===== src/source/backend_defines.svh =====
`ifndef BACKEND_DEFINES_SVH
`define BACKEND_DEFINES_SVH

// --------------------------------------------------------------------------
// Back-end sizing
// --------------------------------------------------------------------------

`define BE_XLEN      32     // Data path width
`define BE_NREGS     16     // Architectural registers, r0 reads as zero

// Reorder buffer geometry
`define BE_ROB_DEPTH 8
`define BE_ROB_IDX_W 3      // log2 of the ROB depth

`define BE_MUL_LAT   3      // Multiplier pipeline stages

`endif


===== src/source/isa_pkg.sv =====
`include "backend_defines.svh"

package isa_pkg;

    // Register specifier, 4 bits for 16 registers
    typedef logic [$clog2(`BE_NREGS)-1:0] reg_idx_t;

    // Opcodes of the small ISA; every other code is illegal
    typedef enum logic [3:0] {
        OP_ADD  = 4'h0,
        OP_SUB  = 4'h1,
        OP_XOR  = 4'h2,
        OP_ADDI = 4'h3,     // rd = rs1 + sext(imm)
        OP_LI   = 4'h4,     // rd = sext(imm), resolved at issue
        OP_MUL  = 4'h5      // Low half of the product
    } opcode_t;

    // 32-bit instruction word
    typedef struct packed {
        opcode_t        op;
        reg_idx_t       rd;
        reg_idx_t       rs1;
        reg_idx_t       rs2;
        logic [15:0]    imm;
    } instr_t;

    typedef enum logic [3:0] {
        E_NONE          = 4'h0,
        E_ILLEGAL_INSTR = 4'h2
    } except_code_t;

    // Opcode decode shared by issue and ROB
    function automatic logic op_legal(opcode_t op);
        return op inside {OP_ADD, OP_SUB, OP_XOR, OP_ADDI, OP_LI, OP_MUL};
    endfunction

    function automatic logic [`BE_XLEN-1:0] imm_sext(logic [15:0] imm);
        return {{(`BE_XLEN-16){imm[15]}}, imm};
    endfunction

endpackage


===== src/source/backend_pkg.sv =====
`include "backend_defines.svh"

package backend_pkg;

    typedef logic [`BE_XLEN-1:0]      word_t;
    typedef logic [`BE_ROB_IDX_W-1:0] rob_idx_t;

    // --------------------------------------------------------------------------
    // Host side
    // --------------------------------------------------------------------------

    typedef struct packed {
        isa_pkg::instr_t        instr;
        word_t                  pc;
    } issue_req_t;

    // Decode to execute
    typedef struct packed {
        logic                   sel_mul;        // 1 selects the multiplier
        isa_pkg::opcode_t       op;
        word_t                  opa;
        word_t                  opb;            // rs2 or the ADDI immediate
        rob_idx_t               rob_idx;        // Destination entry
    } exec_req_t;

    // Result broadcast on the CDB
    typedef struct packed {
        rob_idx_t               rob_idx;
        word_t                  value;
        logic                   except_raised;
        isa_pkg::except_code_t  except_code;
    } cdb_data_t;

    // --------------------------------------------------------------------------
    // ROB storage and commit
    // --------------------------------------------------------------------------

    typedef struct packed {
        logic                   valid;
        logic                   res_ready;      // Result present, may commit
        isa_pkg::instr_t        instr;
        word_t                  pc;
        isa_pkg::reg_idx_t      rd;
        word_t                  res_value;
        logic                   except_raised;
        isa_pkg::except_code_t  except_code;
    } rob_entry_t;

    typedef struct packed {
        rob_idx_t               rob_idx;        // Entry leaving the head
        word_t                  pc;
        isa_pkg::reg_idx_t      rd;
        word_t                  value;
        logic                   except_raised;
        isa_pkg::except_code_t  except_code;
    } commit_t;

endpackage


===== src/source/issue_decode.sv =====
`timescale 1ns/10ps
`include "backend_defines.svh"

module issue_decode (
    input  logic                        clk_i,
    input  logic                        rst_n_i,
    input  logic                        flush_i,
    input  logic                        issue_valid_i,
    output logic                        issue_ready_o,
    input  backend_pkg::issue_req_t     issue_i,
    input  logic                        rob_ready_i,        // Tail entry free
    input  backend_pkg::rob_idx_t       rob_tail_idx_i,
    output logic                        rob_alloc_o,
    output backend_pkg::rob_idx_t       rs1_rob_idx_o,
    output backend_pkg::rob_idx_t       rs2_rob_idx_o,
    input  logic                        rs1_ready_i,
    input  logic [`BE_XLEN-1:0]         rs1_value_i,
    input  logic                        rs2_ready_i,
    input  logic [`BE_XLEN-1:0]         rs2_value_i,
    input  logic                        mul_slot_busy_i,    // ALU result would collide
    output logic                        exec_valid_o,
    output backend_pkg::exec_req_t      exec_o,
    input  logic                        comm_fire_i,
    input  backend_pkg::commit_t        comm_i
);

    logic [`BE_XLEN-1:0]    rf_q [`BE_NREGS];       // Architectural registers
    logic [`BE_NREGS-1:0]   busy_q;                 // Writer still in flight
    backend_pkg::rob_idx_t  owner_q [`BE_NREGS];    // Youngest writer's entry
    isa_pkg::instr_t        ins;
    logic                   legal, is_mul, is_alu, use_rs1, use_rs2;
    logic                   rs1_ok, rs2_ok, unit_ok, fire;
    logic [`BE_XLEN-1:0]    rs1_val, rs2_val;

    // --------------------------------------------------------------------------
    // Decode and operand selection
    // --------------------------------------------------------------------------
    assign ins     = issue_i.instr;
    assign legal   = isa_pkg::op_legal(ins.op);
    assign is_mul  = (ins.op == isa_pkg::OP_MUL);
    assign is_alu  = legal && !is_mul && (ins.op != isa_pkg::OP_LI);
    assign use_rs1 = is_alu || is_mul;
    assign use_rs2 = is_mul || (is_alu && ins.op != isa_pkg::OP_ADDI);

    assign rs1_rob_idx_o = owner_q[ins.rs1];   // ROB read ports follow the table
    assign rs2_rob_idx_o = owner_q[ins.rs2];

    always_comb begin
        rs1_ok = !use_rs1 || !busy_q[ins.rs1] || rs1_ready_i;
        rs2_ok = !use_rs2 || !busy_q[ins.rs2] || rs2_ready_i;
        // r0 is never marked busy, so the forward check comes first
        if (busy_q[ins.rs1]) rs1_val = rs1_value_i;
        else if (ins.rs1 == '0) rs1_val = '0;
        else rs1_val = rf_q[ins.rs1];
        if (busy_q[ins.rs2]) rs2_val = rs2_value_i;
        else if (ins.rs2 == '0) rs2_val = '0;
        else rs2_val = rf_q[ins.rs2];
    end

    // --------------------------------------------------------------------------
    // Issue handshake and dispatch
    // --------------------------------------------------------------------------
    assign unit_ok       = !(is_alu && mul_slot_busy_i);  // MUL takes one per cycle
    assign issue_ready_o = rob_ready_i && rs1_ok && rs2_ok && unit_ok && !flush_i;
    assign fire          = issue_valid_i && issue_ready_o;
    assign rob_alloc_o   = fire;
    assign exec_valid_o  = fire && (is_alu || is_mul);     // LI and illegal skip execute

    always_comb begin
        exec_o.sel_mul = is_mul;
        exec_o.op      = ins.op;
        exec_o.opa     = rs1_val;
        exec_o.opb     = (ins.op == isa_pkg::OP_ADDI) ? isa_pkg::imm_sext(ins.imm) : rs2_val;
        exec_o.rob_idx = rob_tail_idx_i;
    end

    // --------------------------------------------------------------------------
    // Register status and register file
    // --------------------------------------------------------------------------
    always_ff @(posedge clk_i or negedge rst_n_i) begin
        if (!rst_n_i) begin
            busy_q <= '0;
        end else if (flush_i) begin
            busy_q <= '0;                   // Nothing left in flight
        end else begin
            // Only the writer named in the table releases the register
            if (comm_fire_i && owner_q[comm_i.rd] == comm_i.rob_idx)
                busy_q[comm_i.rd] <= 1'b0;
            if (fire && legal && ins.rd != '0)
                busy_q[ins.rd] <= 1'b1;     // Same-cycle allocation wins
        end
    end

    always_ff @(posedge clk_i) begin
        if (fire && legal)
            owner_q[ins.rd] <= rob_tail_idx_i;
        if (comm_fire_i && !comm_i.except_raised && comm_i.rd != '0)
            rf_q[comm_i.rd] <= comm_i.value;   // Write-back at commit
    end

    // A busy register always names a live entry, never the free tail
    a_tail_not_owner: assert property (@(posedge clk_i) disable iff (!rst_n_i)
        rob_alloc_o |-> !(busy_q[ins.rd] && owner_q[ins.rd] == rob_tail_idx_i))
        else $error("Allocated ROB entry is still named in the status table");

endmodule


===== config.mk =====
export PLATFORM = sky130hd
export DESIGN_NAME = issue_decode
export DESIGN_NICKNAME = d
export VERILOG_FILES = /design/src/source/isa_pkg.sv /design/src/source/backend_pkg.sv /design/src/source/issue_decode.sv
export VERILOG_INCLUDE_DIRS = /design/src /design/src/source
export SDC_FILE = /design/constraint.sdc
export NUM_CORES = 1
export LEC_CHECK = 0
export BUFFER_PORTS_ARGS = -buffer_cell sky130_fd_sc_hd__buf_4
export CAP_MARGIN = 10
export CORE_ASPECT_RATIO = 0.5
export CORE_MARGIN = 10
export CORE_UTILIZATION = 30
export CTS_CLUSTER_SIZE = 12
export DETAILED_ROUTE_END_ITERATION = 7
export GPL_TIMING_DRIVEN = 0
export HOLD_SLACK_MARGIN = 0.12
export SYNTH_ARGS = -nofsm -noshare
export SYNTH_HDL_FRONTEND = slang
export SYNTH_SLANG_ARGS = --single-unit

===== constraint.sdc =====
create_clock -name clk_i -period 8.4 [get_ports clk_i]
set_clock_uncertainty 0.15 [all_clocks]
set_input_delay 1.68 -clock clk_i [delete_from_list [all_inputs] [get_ports clk_i]]
set_output_delay 1.68 -clock clk_i [all_outputs]
set_load 0.005 [all_outputs]

==> summary.txt <==
Placed design
  – Port Buffers: 221
  – DP Cell Count: about 3000
  – Hpwl dp: 62200 um
  – Gpl congestion: 0.865

Clock tree
  – CTS H-tree lvls: 2
  – Clock sinks: 576
  – CTS Hold Bufs: 0
  – TritonCTS clock tree: yes
  – Worst skew pair latency: 0.62 ns
  – Post-CTS Resized: 0
  – Clk slew on worst S/H paths: 0.06 ns
  – Clock Tree Root: clkbuf_16
  – Clock tree buffer depth: 3
  – Total CTS buffers: 59
  – Post-CTS Setup Repair Bufs: 0

GRT
  – Initial antenna violation count: 8
  – First-pass GRT wire length: 127000 um
  – Largest net degree at the start of global routing: 20
  – Vias in the first global route: approximately 17000
  – Total Routing Usage GR: 16.4%
  – Total grt overflow: 0

Worst hold path
  – Hold Path Origin: busy_q[10]$_DFF_PN0_
  – Hold crit path type: register to register
  – Hold endpoint: busy_q[10]$_DFF_PN0_
  – Hold Path Stages: 1

Timing
  – Final setup TNS: 0 ns
  – Final setup fails: 0
  – Final period util: approximately 96%
  – Fin. Hold Viols: 0
  – RSZ-0062 raised after global routing: false
  – FMAX: 125 MHz
  – Max-slew violations: 0
  – Post-layout min period: ~8 ns
  – Tightest Pin Transition: 1.31 ns
  – WHS: 0.361 ns
  – Relative slew slack: about an eighth

Floorplan
  – Row count: between 70 and 80
  – Die Ht: 236 um
  – Core outline area: 91400 um^2
  – I/O pin count: 297
  – Initial core utilization: 30.5%
  – DIE WIDTH: roughly 450 um
  – Die Area: 106000 um^2

Yosys
  – Post-synth cell types: 47
  – Mux cell area share after synthesis: 30.4%
  – Main flop type after synthesis: edfxtp_1
  – FF+latch count, synth: 576
  – Post-synthesis instance area: 27900 um^2
  – Sequential-to-total area share from yosys stat: 61.7%
  – Synthesized instance count: about 1400
  – Xor/xnor share of the synthesized area: less than 1%
  – Largest family of logic cells by synthesized area: multiplexers
  – Async S/R FF share, synth: 2.78%
  – Synth Area in Simple Gates: 2.62%
  – Synth Area in Compound Gates: 2.97%
  – Synth warn: 0
  – Post-synthesis adder-cell area fraction: 0%
  – Synth Area per Inst: 19.9 um^2
  – Post-synth EDFFs: 560

Worst setup path
  – Reg-to-reg slack, setup: about 4.8 ns
  – Startpoint types: input pin
  – WP data required: 6.57 ns
  – R2R Path End: owner_q[8][2]$_DFFE_PP_
  – Arr. time, crit path: 6.20 ns
  – Worst reg2reg path depth: 6
  – Crit. End Element: output pin
  – CP max FO: 10
  – Crit Path Category: input pin to output pin
  – RR Startpoint: busy_q[14]$_DFF_PN0_

Routing
  – DRC viols: 0
  – DRT Pass-1 Iters: 7
  – Avg WL per Cell: 29.8 um
  – Initial DRC Count: 2216
  – Via Count: 16788
  – Detailed Route WL: 90400 um
  – DR vias/cell: around 5.5
  – Detail Route Antenna Nets: 0

Power and ir drop
  – Sequential power share: 49.6%
  – Peak VDD IR: 0.179 mV
  – Clk pwr share: 38.9%
  – Sw Share: 23.1%
  – Int Power: 0.00499 W
  – Combinational power share: 11.4%
  – Net Switching: 0.00149 W
  – Pleak: about 11 nW
  – Pwr Density: 191 nW/um^2

Finish
  – Final Non-Filler Cells: 3033
  – Final Util: 37.0%
  – Proportion of layout cells with a drive suffix above 1: 41.4%
  – Area delta synth->final: 21.3%
  – # fillers: 8426
  – Layout net count: 1967

Flow run
  – Max-cap violations: 0

Run status
  – Outcome: complete, no violations
sequential cells by signal (all words and copies together), names as in the netlist:
| signal | cells |
|---|---|
| rf_q | 512 |
| owner_q | 48 |
| busy_q | 16 |
per-stage QoR:
stage          cell area [um^2]  setup WS [ns]  total power (W)
6_report                  33900          0.371          0.00648
5_1_grt                   33900          0.379          0.00667
4_1_cts                   33700          0.447          0.00651
3_5_place_dp              31900          0.454          0.00401
3_3_place_gp              31200          0.463          0.00399
2_1_floorplan             28000           2.46          0.00366
cell usage after synthesis, types with 3 or more instances:
library cell    n  share of area, %
a22oi_1        15              0.40
buf_2           7              0.13
buf_1          39              0.52
o21ai_0        50              0.90
mux2i_1        15              0.54
o211ai_1        5              0.13
buf_4           9              0.24
dfrtp_1        16               1.4
a221oi_1       17              0.53
a21o_1          5              0.13
inv_1          38              0.51
a211oi_1        4              0.11
nand2_1        65              0.87
edfxtp_1      560                60
nor3_1          8              0.14
o41a_1          7              0.28
nor2_1         50              0.67
nor2b_1         3             0.067
a21oi_1         3             0.054
clkbuf_1       66              0.89
nand2b_1        6              0.13
nand3_1        12              0.22
mux4_2        370                30
placed cells by master, fill, tap and decap left out, types with 9 or more instances in the layout:
cell | Yosys | routed
edfxtp_1 | 560 | 560
mux4_2 | 370 | 370
buf_4 | 9 | 230
clkbuf_1 | 66 | 82
nand2_1 | 65 | 65
clkbuf_16 | 0 | 60
o21ai_0 | 50 | 50
buf_1 | 39 | 38
inv_1 | 38 | 38
nor2_1 | 50 | 35
conb_1 | 1 | 32
a221oi_1 | 17 | 17
dfrtp_1 | 16 | 16
mux2i_1 | 15 | 15
a22oi_1 | 15 | 15
nor2_4 | 0 | 15
buf_12 | 0 | 13
nand3_1 | 12 | 12
buf_8 | 0 | 12
buf_16 | 0 | 9
power groups by stage:
| stage | Sequential (W) | Combinational [W] | Clock, W |
|---|---|---|---|
| floorplan | 0.00327 | 0.000387 | 0 |
| finish | 0.00322 | 0.000742 | 0.00252 |
| global placement | 0.00327 | 0.000718 | 0 |
| global route | 0.00322 | 0.000783 | 0.00267 |
| CTS | 0.00321 | 0.000741 | 0.00255 |
| detailed placement | 0.00328 | 0.000739 | 0 |
metal layers:
metal,up-vias,global-route usage [%],share of wire (%)
met5,-,0,0.038
met4,6,5.57,3.4
met3,153,2.74,7.5
met2,811,28.3,51
met1,9081,20.8,38
li1,6737,-,-
worst max-delay path by stage:
stage | start | end | slack, ns
4_1_cts | issue_i[49] | exec_o[14] | 0.45
3_3_place_gp | issue_i[49] | exec_o[12] | 0.46
2_1_floorplan | issue_i[48] | exec_o[18] | 2.46
3_5_place_dp | issue_i[49] | exec_o[14] | 0.45
5_1_grt | issue_i[49] | exec_o[11] | 0.38
6_report | issue_i[49] | exec_o[14] | 0.37
critical path: stages:
cell and delay (ns):
clkbuf_1 0.76, mux4_2 0.64, mux2i_1 0.17, mux2i_1 0.19, clkbuf_1 0.47, nor2_1 0.97, clkbuf_1 0.73, a22oi_1 0.16
o21ai_0 0.23, buf_4 0.16
cell type report:
type / count / area (um^2) / area share (%)
antenna: 4 / 10.0 / 0.0295
buffer: 121 / 498 / 1.47
clock buffer: 77 / 1580 / 4.65
clock inverter: 22 / 215 / 0.635
inverter: 38 / 143 / 0.421
multi-input combinational: 698 / 10300 / 30.4
sequential: 576 / 17200 / 50.8
tap: 1240 / 1550 / 4.58
timing repair buffer: 257 / 2370 / 6.99
logic make-up (layout without fill, tap and decap cells):
kind of cell	Yosys count	after routing
compound gates	117	117
flops	576	576
simple gates	162	162
xor+xnor	2	2
mux	385	385
buf+inv	159	515
other cells	1	36
Note: power is estimated with default switching activity, not from simulation.
