`config.mk`:
```
export PLATFORM = sky130hd
export DESIGN_NAME = exec_units
export DESIGN_NICKNAME = d
export VERILOG_FILES = /design/src/source/isa_pkg.sv /design/src/source/backend_pkg.sv /design/src/source/exec_units.sv
export VERILOG_INCLUDE_DIRS = /design/src /design/src/source
export SDC_FILE = /design/constraint.sdc
export NUM_CORES = 1
export LEC_CHECK = 0
export BUFFER_PORTS_ARGS = -buffer_cell sky130_fd_sc_hd__buf_2
export CAP_MARGIN = 30
export CORE_ASPECT_RATIO = 2
export CORE_MARGIN = 2
export CORE_UTILIZATION = 55
export CTS_CLUSTER_SIZE = 25
export DETAILED_ROUTE_END_ITERATION = 10
export PLACE_DENSITY_LB_ADDON = 0.12
export SYNTH_ARGS = -nofsm -noshare
export SYNTH_HDL_FRONTEND = slang
export SYNTH_SLANG_ARGS = --single-unit
```
`constraint.sdc`:
```
create_clock -name clk_i -period 2 [get_ports clk_i]
set_input_delay 0.3 -clock clk_i [delete_from_list [all_inputs] [get_ports clk_i]]
set_output_delay 0.3 -clock clk_i [all_outputs]
set_load 0.01 [all_outputs]
```
`src/source/backend_defines.svh`:
```
`ifndef BACKEND_DEFINES_SVH
`define BACKEND_DEFINES_SVH

// --------------------------------------------------------------------------
// Back-end sizing
// --------------------------------------------------------------------------

`define BE_XLEN      32     // Data path width
`define BE_NREGS     16     // Architectural registers, r0 reads as zero

// Reorder buffer geometry
`define BE_ROB_DEPTH 8
`define BE_ROB_IDX_W 3      // log2 of the ROB depth

`define BE_MUL_LAT   3      // Multiplier pipeline stages

`endif

```
`src/source/isa_pkg.sv`:
```
`include "backend_defines.svh"

package isa_pkg;

    // Register specifier, 4 bits for 16 registers
    typedef logic [$clog2(`BE_NREGS)-1:0] reg_idx_t;

    // Opcodes of the small ISA; every other code is illegal
    typedef enum logic [3:0] {
        OP_ADD  = 4'h0,
        OP_SUB  = 4'h1,
        OP_XOR  = 4'h2,
        OP_ADDI = 4'h3,     // rd = rs1 + sext(imm)
        OP_LI   = 4'h4,     // rd = sext(imm), resolved at issue
        OP_MUL  = 4'h5      // Low half of the product
    } opcode_t;

    // 32-bit instruction word
    typedef struct packed {
        opcode_t        op;
        reg_idx_t       rd;
        reg_idx_t       rs1;
        reg_idx_t       rs2;
        logic [15:0]    imm;
    } instr_t;

    typedef enum logic [3:0] {
        E_NONE          = 4'h0,
        E_ILLEGAL_INSTR = 4'h2
    } except_code_t;

    // Opcode decode shared by issue and ROB
    function automatic logic op_legal(opcode_t op);
        return op inside {OP_ADD, OP_SUB, OP_XOR, OP_ADDI, OP_LI, OP_MUL};
    endfunction

    function automatic logic [`BE_XLEN-1:0] imm_sext(logic [15:0] imm);
        return {{(`BE_XLEN-16){imm[15]}}, imm};
    endfunction

endpackage

```
`src/source/backend_pkg.sv`:
```
`include "backend_defines.svh"

package backend_pkg;

    typedef logic [`BE_XLEN-1:0]      word_t;
    typedef logic [`BE_ROB_IDX_W-1:0] rob_idx_t;

    // --------------------------------------------------------------------------
    // Host side
    // --------------------------------------------------------------------------

    typedef struct packed {
        isa_pkg::instr_t        instr;
        word_t                  pc;
    } issue_req_t;

    // Decode to execute
    typedef struct packed {
        logic                   sel_mul;        // 1 selects the multiplier
        isa_pkg::opcode_t       op;
        word_t                  opa;
        word_t                  opb;            // rs2 or the ADDI immediate
        rob_idx_t               rob_idx;        // Destination entry
    } exec_req_t;

    // Result broadcast on the CDB
    typedef struct packed {
        rob_idx_t               rob_idx;
        word_t                  value;
        logic                   except_raised;
        isa_pkg::except_code_t  except_code;
    } cdb_data_t;

    // --------------------------------------------------------------------------
    // ROB storage and commit
    // --------------------------------------------------------------------------

    typedef struct packed {
        logic                   valid;
        logic                   res_ready;      // Result present, may commit
        isa_pkg::instr_t        instr;
        word_t                  pc;
        isa_pkg::reg_idx_t      rd;
        word_t                  res_value;
        logic                   except_raised;
        isa_pkg::except_code_t  except_code;
    } rob_entry_t;

    typedef struct packed {
        rob_idx_t               rob_idx;        // Entry leaving the head
        word_t                  pc;
        isa_pkg::reg_idx_t      rd;
        word_t                  value;
        logic                   except_raised;
        isa_pkg::except_code_t  except_code;
    } commit_t;

endpackage

```
`src/source/exec_units.sv`:
```
`timescale 1ns/10ps
`include "backend_defines.svh"

module exec_units (
    input  logic                        clk_i,
    input  logic                        rst_n_i,
    input  logic                        flush_i,
    input  logic                        exec_valid_i,
    input  backend_pkg::exec_req_t      exec_i,
    output logic                        mul_slot_busy_o,
    output logic                        cdb_valid_o,
    output backend_pkg::cdb_data_t      cdb_o
);

    localparam int LAT = `BE_MUL_LAT;

    logic                   alu_vld_q;
    logic [`BE_XLEN-1:0]    alu_res_q;
    backend_pkg::rob_idx_t  alu_idx_q;
    logic [LAT-1:0]         mul_vld_q;              // One bit per stage
    logic [`BE_XLEN-1:0]    mul_res_q [LAT];
    backend_pkg::rob_idx_t  mul_idx_q [LAT];
    logic [`BE_XLEN-1:0]    alu_res;

    // --------------------------------------------------------------------------
    // ALU, one registered stage
    // --------------------------------------------------------------------------
    always_comb begin
        case (exec_i.op)
            isa_pkg::OP_SUB: alu_res = exec_i.opa - exec_i.opb;
            isa_pkg::OP_XOR: alu_res = exec_i.opa ^ exec_i.opb;
            default:         alu_res = exec_i.opa + exec_i.opb;   // ADD and ADDI
        endcase
    end

    always_ff @(posedge clk_i or negedge rst_n_i) begin
        if (!rst_n_i) begin
            alu_vld_q <= 1'b0;
            mul_vld_q <= '0;
        end else if (flush_i) begin
            alu_vld_q <= 1'b0;
            mul_vld_q <= '0;                    // Drop every product in flight
        end else begin
            alu_vld_q <= exec_valid_i && !exec_i.sel_mul;
            mul_vld_q <= {mul_vld_q[LAT-2:0], exec_valid_i && exec_i.sel_mul};
        end
    end

    // Payload path, multiply in stage 0 and carry the product along
    always_ff @(posedge clk_i) begin
        alu_res_q    <= alu_res;
        alu_idx_q    <= exec_i.rob_idx;
        mul_res_q[0] <= exec_i.opa * exec_i.opb;
        mul_idx_q[0] <= exec_i.rob_idx;
        for (int s = 1; s < LAT; s++) begin
            mul_res_q[s] <= mul_res_q[s-1];
            mul_idx_q[s] <= mul_idx_q[s-1];
        end
    end

    // --------------------------------------------------------------------------
    // CDB driver
    // --------------------------------------------------------------------------
    assign mul_slot_busy_o = mul_vld_q[LAT-2];     // Finishes next cycle
    assign cdb_valid_o     = alu_vld_q || mul_vld_q[LAT-1];

    always_comb begin
        cdb_o.except_raised = 1'b0;                 // Units raise no exceptions
        cdb_o.except_code   = isa_pkg::E_NONE;
        if (mul_vld_q[LAT-1]) begin
            cdb_o.rob_idx = mul_idx_q[LAT-1];
            cdb_o.value   = mul_res_q[LAT-1];
        end else begin
            cdb_o.rob_idx = alu_idx_q;
            cdb_o.value   = alu_res_q;
        end
    end

    a_one_finisher: assert property (@(posedge clk_i) disable iff (!rst_n_i)
        !(alu_vld_q && mul_vld_q[LAT-1]))
        else $error("ALU and multiplier finish in the same cycle");

    a_known_op: assert property (@(posedge clk_i) disable iff (!rst_n_i)
        exec_valid_i |-> !$isunknown(exec_i.op) && exec_i.op inside
            {isa_pkg::OP_ADD, isa_pkg::OP_SUB, isa_pkg::OP_XOR, isa_pkg::OP_ADDI,
             isa_pkg::OP_MUL})
        else $error("Execute request with an unknown op");

endmodule

```
==> impl_results.md, run 1 <==
- Outcome: finished, violations left
- Failing checks: negative setup slack
- Num CTS Buffers: 17
- Synthesized netlist cell count: 2360
- Peak per-stage delay on the critical path: 570 ps
- Clock transition at path regs: 70 ps
- Total GRT Usage: 0.391
- Worst Path Buf+Inv: 5
- Final setup TNS: -132550 ps
- RSZ-0062 raised after global routing: yes
- Post-route ant nets: 0
- PortBufs: 112
- Tmin final: 6380 ps
- F_max: 157 MHz
- Setup crit start: exec_i[5]
- Period utilisation layout: 3.19
- Crit path DAT: 6760 ps
- Max-slew violation count: 0
- Largest delay share family, worst path: adder cells
- Vias in the first global route: 20708
- Row count: 103
- Max-Cap Viols: 0
- Seq/Total Area, Yosys: 0.130
- Iter 0 DRT Violations: 863
- Number of vias per cell: 5.49
- CTS tree: built
- H-tree level count: 4
- Total Wirelength: 79900 µm
- Via count: 18361
- Critical Path Fanout Max: 7
- Mapped cell area: 21900 µm²
- WP data required: 2380 ps
- CP cell instances: buf_12, and2_4, fa_1, inv_1, fa_1, fa_1, inv_2, fa_1, ha_4, ha_4, inv_2, fa_1, inv_1, fa_2, ha_4, o211a_4, or3_4, nand4_1, o21ai_2, o21a_1, a2111o_1, a211o_1, a21oi_2, xnor2_1
- Top_reg_cell synth: dfxtp_1
- Drt pass-1 iters: 5
- # IOs: 118
- Crit path top cell by count: fa_1
- Yosys cell types: 64
- FFs w/ async S/R, synth: 0.0284
- Largest net degree at the start of global routing: 44
- Starting Density: 0.556
- Max Clock Skew: 9.68 ps
- Ys Warns: 0
- Core area: 39400 µm²
- Root Driver: clkbuf_16
- Crit end category: register
- # DRC: 0
- Fill cells: 2967
- Num Clock Sinks: 141
- Hold Vio Cnt, Final: 0
- Remaining global-route overflow: 0
- Clock buffer depth: 2
- #FFs+latches synth: 141
- Launching point of the worst reg2reg path: mul_vld_q[1]$_DFF_PN0_
- Syn Area/Cell: 9.29 µm²
- Worst Hold Class: in -> reg
- Min-delay src: exec_i[71]
- Fraction of layout cells with a size suffix above 1: 0.315
- Placer Congestion: 0.971
- Crit path launch type: input port
- Setup ws final: -4380 ps
- Die area: 41600 µm²
- Clk_lat worst skew: 460 ps
- Synth-to-layout area growth: 31.9%
- Critical path class: in -> reg
- Endpoints failing setup: 58
- DP Wirelength: 64000 µm
- Die X-Extent: 145 µm
- Initial antenna violation count: 5
- Avg WL per Cell: 23.9 µm
- Crit-path slowest cell: fa_1
- Number of synthesized flops with an enable pin: 0
- Die Height: 286 µm
- Global-route wire length before repair: 119000 µm
- NumNets Final: 3462
logic make-up (layout without fill, tap and decap cells):
kind of cell               after synthesis  in the layout  share of synthesized area
adders and majority gates              580            580                      0.471
DFF                                    141            141                      0.130
muxes                                   41             41                     0.0210
xor gates and xnor gates               154            154                     0.0615
AOI/OAI and AO/OA                      195            195                     0.0563
other                                    1              6                   0.000171
buffers and inverters                  544            998                     0.0949
and+or+nand+nor                        704            704                      0.165
area by class of cell:
| type | count | area (µm²) | share of cell area |
|---|---|---|---|
| multi-input combinational | 1679 | 18600 | 0.644 |
| timing repair buffer | 551 | 4670 | 0.161 |
| sequential | 141 | 2840 | 0.0984 |
| inverter | 416 | 1560 | 0.0541 |
| tap | 525 | 657 | 0.0227 |
| clock buffer | 20 | 467 | 0.0161 |
| clock inverter | 11 | 97.6 | 0.00338 |
| antenna | 1 | 2.50 | 0.0000865 |
sequential cells by signal (all words and copies together), names as in the netlist:
signal     cells
mul_res_q     96
alu_vld_q      1
mul_idx_q      7
alu_res_q     32
alu_idx_q      2
mul_vld_q      3
routing by layer:
metal | GRT usage | part of all wire | up-vias | wire, µm
li1 | - | - | 8029 | -
met1 | 0.372 | 0.32 | 9296 | 25300
met2 | 0.718 | 0.52 | 684 | 41800
met3 | 0.0609 | 0.048 | 346 | 3800
met4 | 0.351 | 0.11 | 6 | 8990
met5 | 0 | 0.00051 | - | 41
cell usage in the layout, fill, tap and decap left out, types with 21 or more instances in the layout:
cell type	Yosys	layout
xnor2_1	83	74
buf_6	2	63
dfxtp_1	137	137
ha_1	171	128
nand2_1	304	294
buf_2	1	83
inv_1	416	390
fa_1	409	381
fa_2	0	28
mux2_2	39	34
a21o_1	21	21
a21oi_2	0	23
nor2_1	37	27
ha_4	0	38
and2_1	266	251
a21oi_1	53	21
buf_4	6	357
inv_2	0	25
o21ai_1	1	22
xor2_1	71	66
buf_12	0	31
cell usage after synthesis, types with 4 or more instances:
master | count | area share
a21oi_1 | 53 | 0.012
buf_4 | 6 | 0.0021
a21o_1 | 21 | 0.0072
nor3b_1 | 6 | 0.0021
o211ai_1 | 5 | 0.0017
a211o_1 | 4 | 0.0016
nand2_1 | 304 | 0.052
and3_1 | 5 | 0.0014
nor4b_1 | 8 | 0.0032
nor3_1 | 7 | 0.0016
nand4_1 | 4 | 0.0011
nor2b_1 | 13 | 0.0037
xnor2_1 | 83 | 0.033
fa_1 | 409 | 0.37
o21a_1 | 13 | 0.0045
o31ai_1 | 13 | 0.0045
nand2b_1 | 14 | 0.0040
nand3_1 | 12 | 0.0027
o21ai_0 | 55 | 0.013
dfrtp_1 | 4 | 0.0046
nor2_1 | 37 | 0.0063
a31oi_1 | 6 | 0.0017
dfxtp_1 | 137 | 0.13
clkbuf_1 | 118 | 0.020
and2_1 | 266 | 0.076
xor2_1 | 71 | 0.028
ha_1 | 171 | 0.098
inv_1 | 416 | 0.071
mux2_2 | 39 | 0.020
or3_1 | 8 | 0.0023
stage by stage:
step	instance area (µm²)	instances	setup slack, ps	utilization	hold slack [ps]
after floorplan	22400	2364	-4520	-	4.41
after global placement	26100	3251	-5200	0.661	106
after detailed placement	26100	3251	-5230	0.661	109
after CTS	28100	3323	-4320	0.712	22.2
after global routing	28900	3343	-4530	0.733	25.3
final	28900	3344	-4380	0.733	31.2
timing repair:
item / CTS / global route
hold buffers: 4 / 0
pin swaps: 114 / 149
setup endpoints to repair: 88 / 74
resized for setup: 269 / 178
hold endpoints to repair: 7 / 0
gates cloned: 2 / 0
buffers inserted: 39 / 29
worst paths after layout:
kind / to / slack [ps] / cells past startpoint
worst min-delay path: alu_vld_q$_DFF_PN0_ / 30 / 2
max in group asynchronous: mul_vld_q[2]$_DFF_PN0_ / 1680 / 2
worst max register to register: mul_vld_q[2]$_DFF_PN0_ / 1390 / 1
min in group asynchronous: alu_vld_q$_DFF_PN0_ / 190 / 2
worst max-delay path: mul_res_q[0][29]$_DFF_P_ / -4380 / 24
worst min register to register: mul_res_q[0][36]$_DFF_P_ / 320 / 0
Power of run 1 is left out: the tool's default activity adds up to more than one toggle a clock period on the data nets, which glitch-free logic cannot reach.
==> inputs of run 2 (changes only) <==
--- a/config.mk
+++ b/config.mk
@@ -14,6 +14,7 @@
 export CTS_CLUSTER_SIZE = 25
 export DETAILED_ROUTE_END_ITERATION = 10
 export PLACE_DENSITY_LB_ADDON = 0.12
+export SETUP_SLACK_MARGIN = 0.4
 export SYNTH_ARGS = -nofsm -noshare
 export SYNTH_HDL_FRONTEND = slang
 export SYNTH_SLANG_ARGS = --single-unit
==> impl_results.md, run 2 (synthesis results as in run 1) <==
- Via count: 19147
- Total Wirelength: 86500 µm
- Crit path launch type: input port
- Remaining global-route overflow: 0
- Failing checks: negative setup slack
- Synth-to-layout area growth: 36.7%
- Placer Congestion: 1.04
- Core area: 39400 µm²
- # IOs: 118
- Slew Limit Headroom: 0.578
- Outcome: finished, violations left
- Reg-to-reg critical path endpoint: mul_vld_q[2]$_DFF_PN0_
- Clock buffer depth: 2
- DP Wirelength: 64100 µm
- Critical Path Fanout Max: 12
- Initial antenna violation count: 5
- Max-Cap Viols: 0
- Global-route wire length before repair: 121000 µm
- Max-slew violation count: 0
- Hold Vio Cnt, Final: 0
- Most frequent cells in the layout: 391 x inv_1, 383 x fa_1, 357 x buf_4, 294 x nand2_1, 246 x and2_1
- Area occupied by multi-input gates: 18900 µm²
- Peak per-stage delay on the critical path: 530 ps
- Placed Cells: 3253
- Num CTS Buffers: 17
- Final setup TNS: -145600 ps
- Largest register by flop count: mul_res_q
- Tmin final: 6710 ps
- Placement Setup Slack: -5270 ps
- Crit-path slowest cell: fa_1
- Starting Density: 0.556
- Cell area after layout: 30000 µm²
- WP data required: 2400 ps
- Largest regs: mul_res_q: 96 flops, alu_res_q: 32 flops, mul_idx_q: 7 flops
- Fraction of layout cells with a size suffix above 1: 0.327
- H-tree level count: 4
- RSZ-0062 raised after global routing: yes
- CTS tree: built
- Avg WL per Cell: 25.6 µm
- Critical path class: in -> reg
- Fin cells: 3381
- Die Height: 286 µm
- Largest net degree at the start of global routing: 33
- Drt pass-1 iters: 7
- Worst Hold Class: in -> reg
- F_max: 149 MHz
- Num Clock Sinks: 141
- Number of vias per cell: 5.66
- Crit end category: register
- Worst-Margin Slew: 632 ps
- Die X-Extent: 145 µm
- Clock transition at path regs: 70 ps
- Total GRT Usage: 0.396
- # DRC: 0
- NumNets Final: 3496
- Launching point of the worst reg2reg path: mul_vld_q[1]$_DFF_PN0_
- Root Driver: clkbuf_16
- Max Clock Skew: 14.9 ps
- Vias in the first global route: 21049
- R2R setup slack: 1350 ps
- Row count: 103
- Setup ws final: -4710 ps
- Period utilisation layout: 3.36
- WHS Endpoint: alu_vld_q$_DFF_PN0_
- Fill cells: 2734
- Reg area: 2840 µm²
- Min-delay src: exec_i[71]
- Crit path top cell by count: fa_1
- Commonest non-fill, non-tap cell in the layout: inv_1
- Die area: 41600 µm²
- Max reg flops: 96
- Depth of the worst register-to-register path: 1
- Post-route ant nets: 0
- Endpoints failing setup: 58
- Worst hold stages: 2
- Clk_lat worst skew: 480 ps
- PortBufs: 112
- Iter 0 DRT Violations: 1214
- Cell Area, Placed: 26000 µm²
- Crit path DAT: 7110 ps
-- run 2: how the worst max path moves through the flow --
stage                     startpoint                       end  slack (ps)  cells past startpoint
final                      exec_i[9]  mul_res_q[0][30]$_DFF_P_       -4710                     29
after global routing       exec_i[9]  mul_res_q[0][30]$_DFF_P_       -4810                     29
after CTS                  exec_i[6]  mul_res_q[0][29]$_DFF_P_       -4340                     23
after detailed placement   exec_i[5]  mul_res_q[0][31]$_DFF_P_       -5270                     22
after global placement     exec_i[5]  mul_res_q[0][31]$_DFF_P_       -5210                     22
after floorplan            exec_i[5]  mul_res_q[0][29]$_DFF_P_       -4520                     25
-- run 2: repair_timing --
item / CTS / global route
pin swaps: 111 / 130
buffers inserted: 41 / 40
hold endpoints to repair: 7 / 0
setup endpoints to repair: 96 / 97
hold buffers: 4 / 0
resized for setup: 350 / 214
gates cloned: 2 / 6
-- run 2: final cells by class --
class | count | area share
Multi-Input combinational cell | 1680 | 0.630
Timing Repair Buffer | 584 | 0.180
Antenna cell | 3 | 0.000251
Sequential cell | 141 | 0.0949
Clock buffer | 17 | 0.0142
Inverter | 416 | 0.0522
Tap cell | 525 | 0.0219
Clock inverter | 15 | 0.00668
-- run 2: critical path: cells and delay by family --
kind                     cells  cell delay (ps)
AO/OA/AOI/OAI                6             1240
XOR/XNOR                     1              150
adder cells (fa/ha/maj)      9             3640
AND/OR/NAND/NOR              3              320
buffers and inverters       10             1410
-- run 2: stage by stage --
step,util,hold WS [ps]
3_3_place_gp,0.660,107
2_1_floorplan,-,4.41
3_5_place_dp,0.660,106
6_report,0.760,67.4
4_1_cts,0.725,30.3
5_1_grt,0.759,44.8
-- run 2: metal layers --
metal  track usage  part of all wire  vias to the layer above
met5             0           0.00053                        -
met4         0.372              0.13                        6
met3        0.0509             0.059                      503
met2         0.727              0.51                      979
met1         0.379              0.30                     9546
li1              -                 -                     8113
Power of run 2 is left out for the same reason.
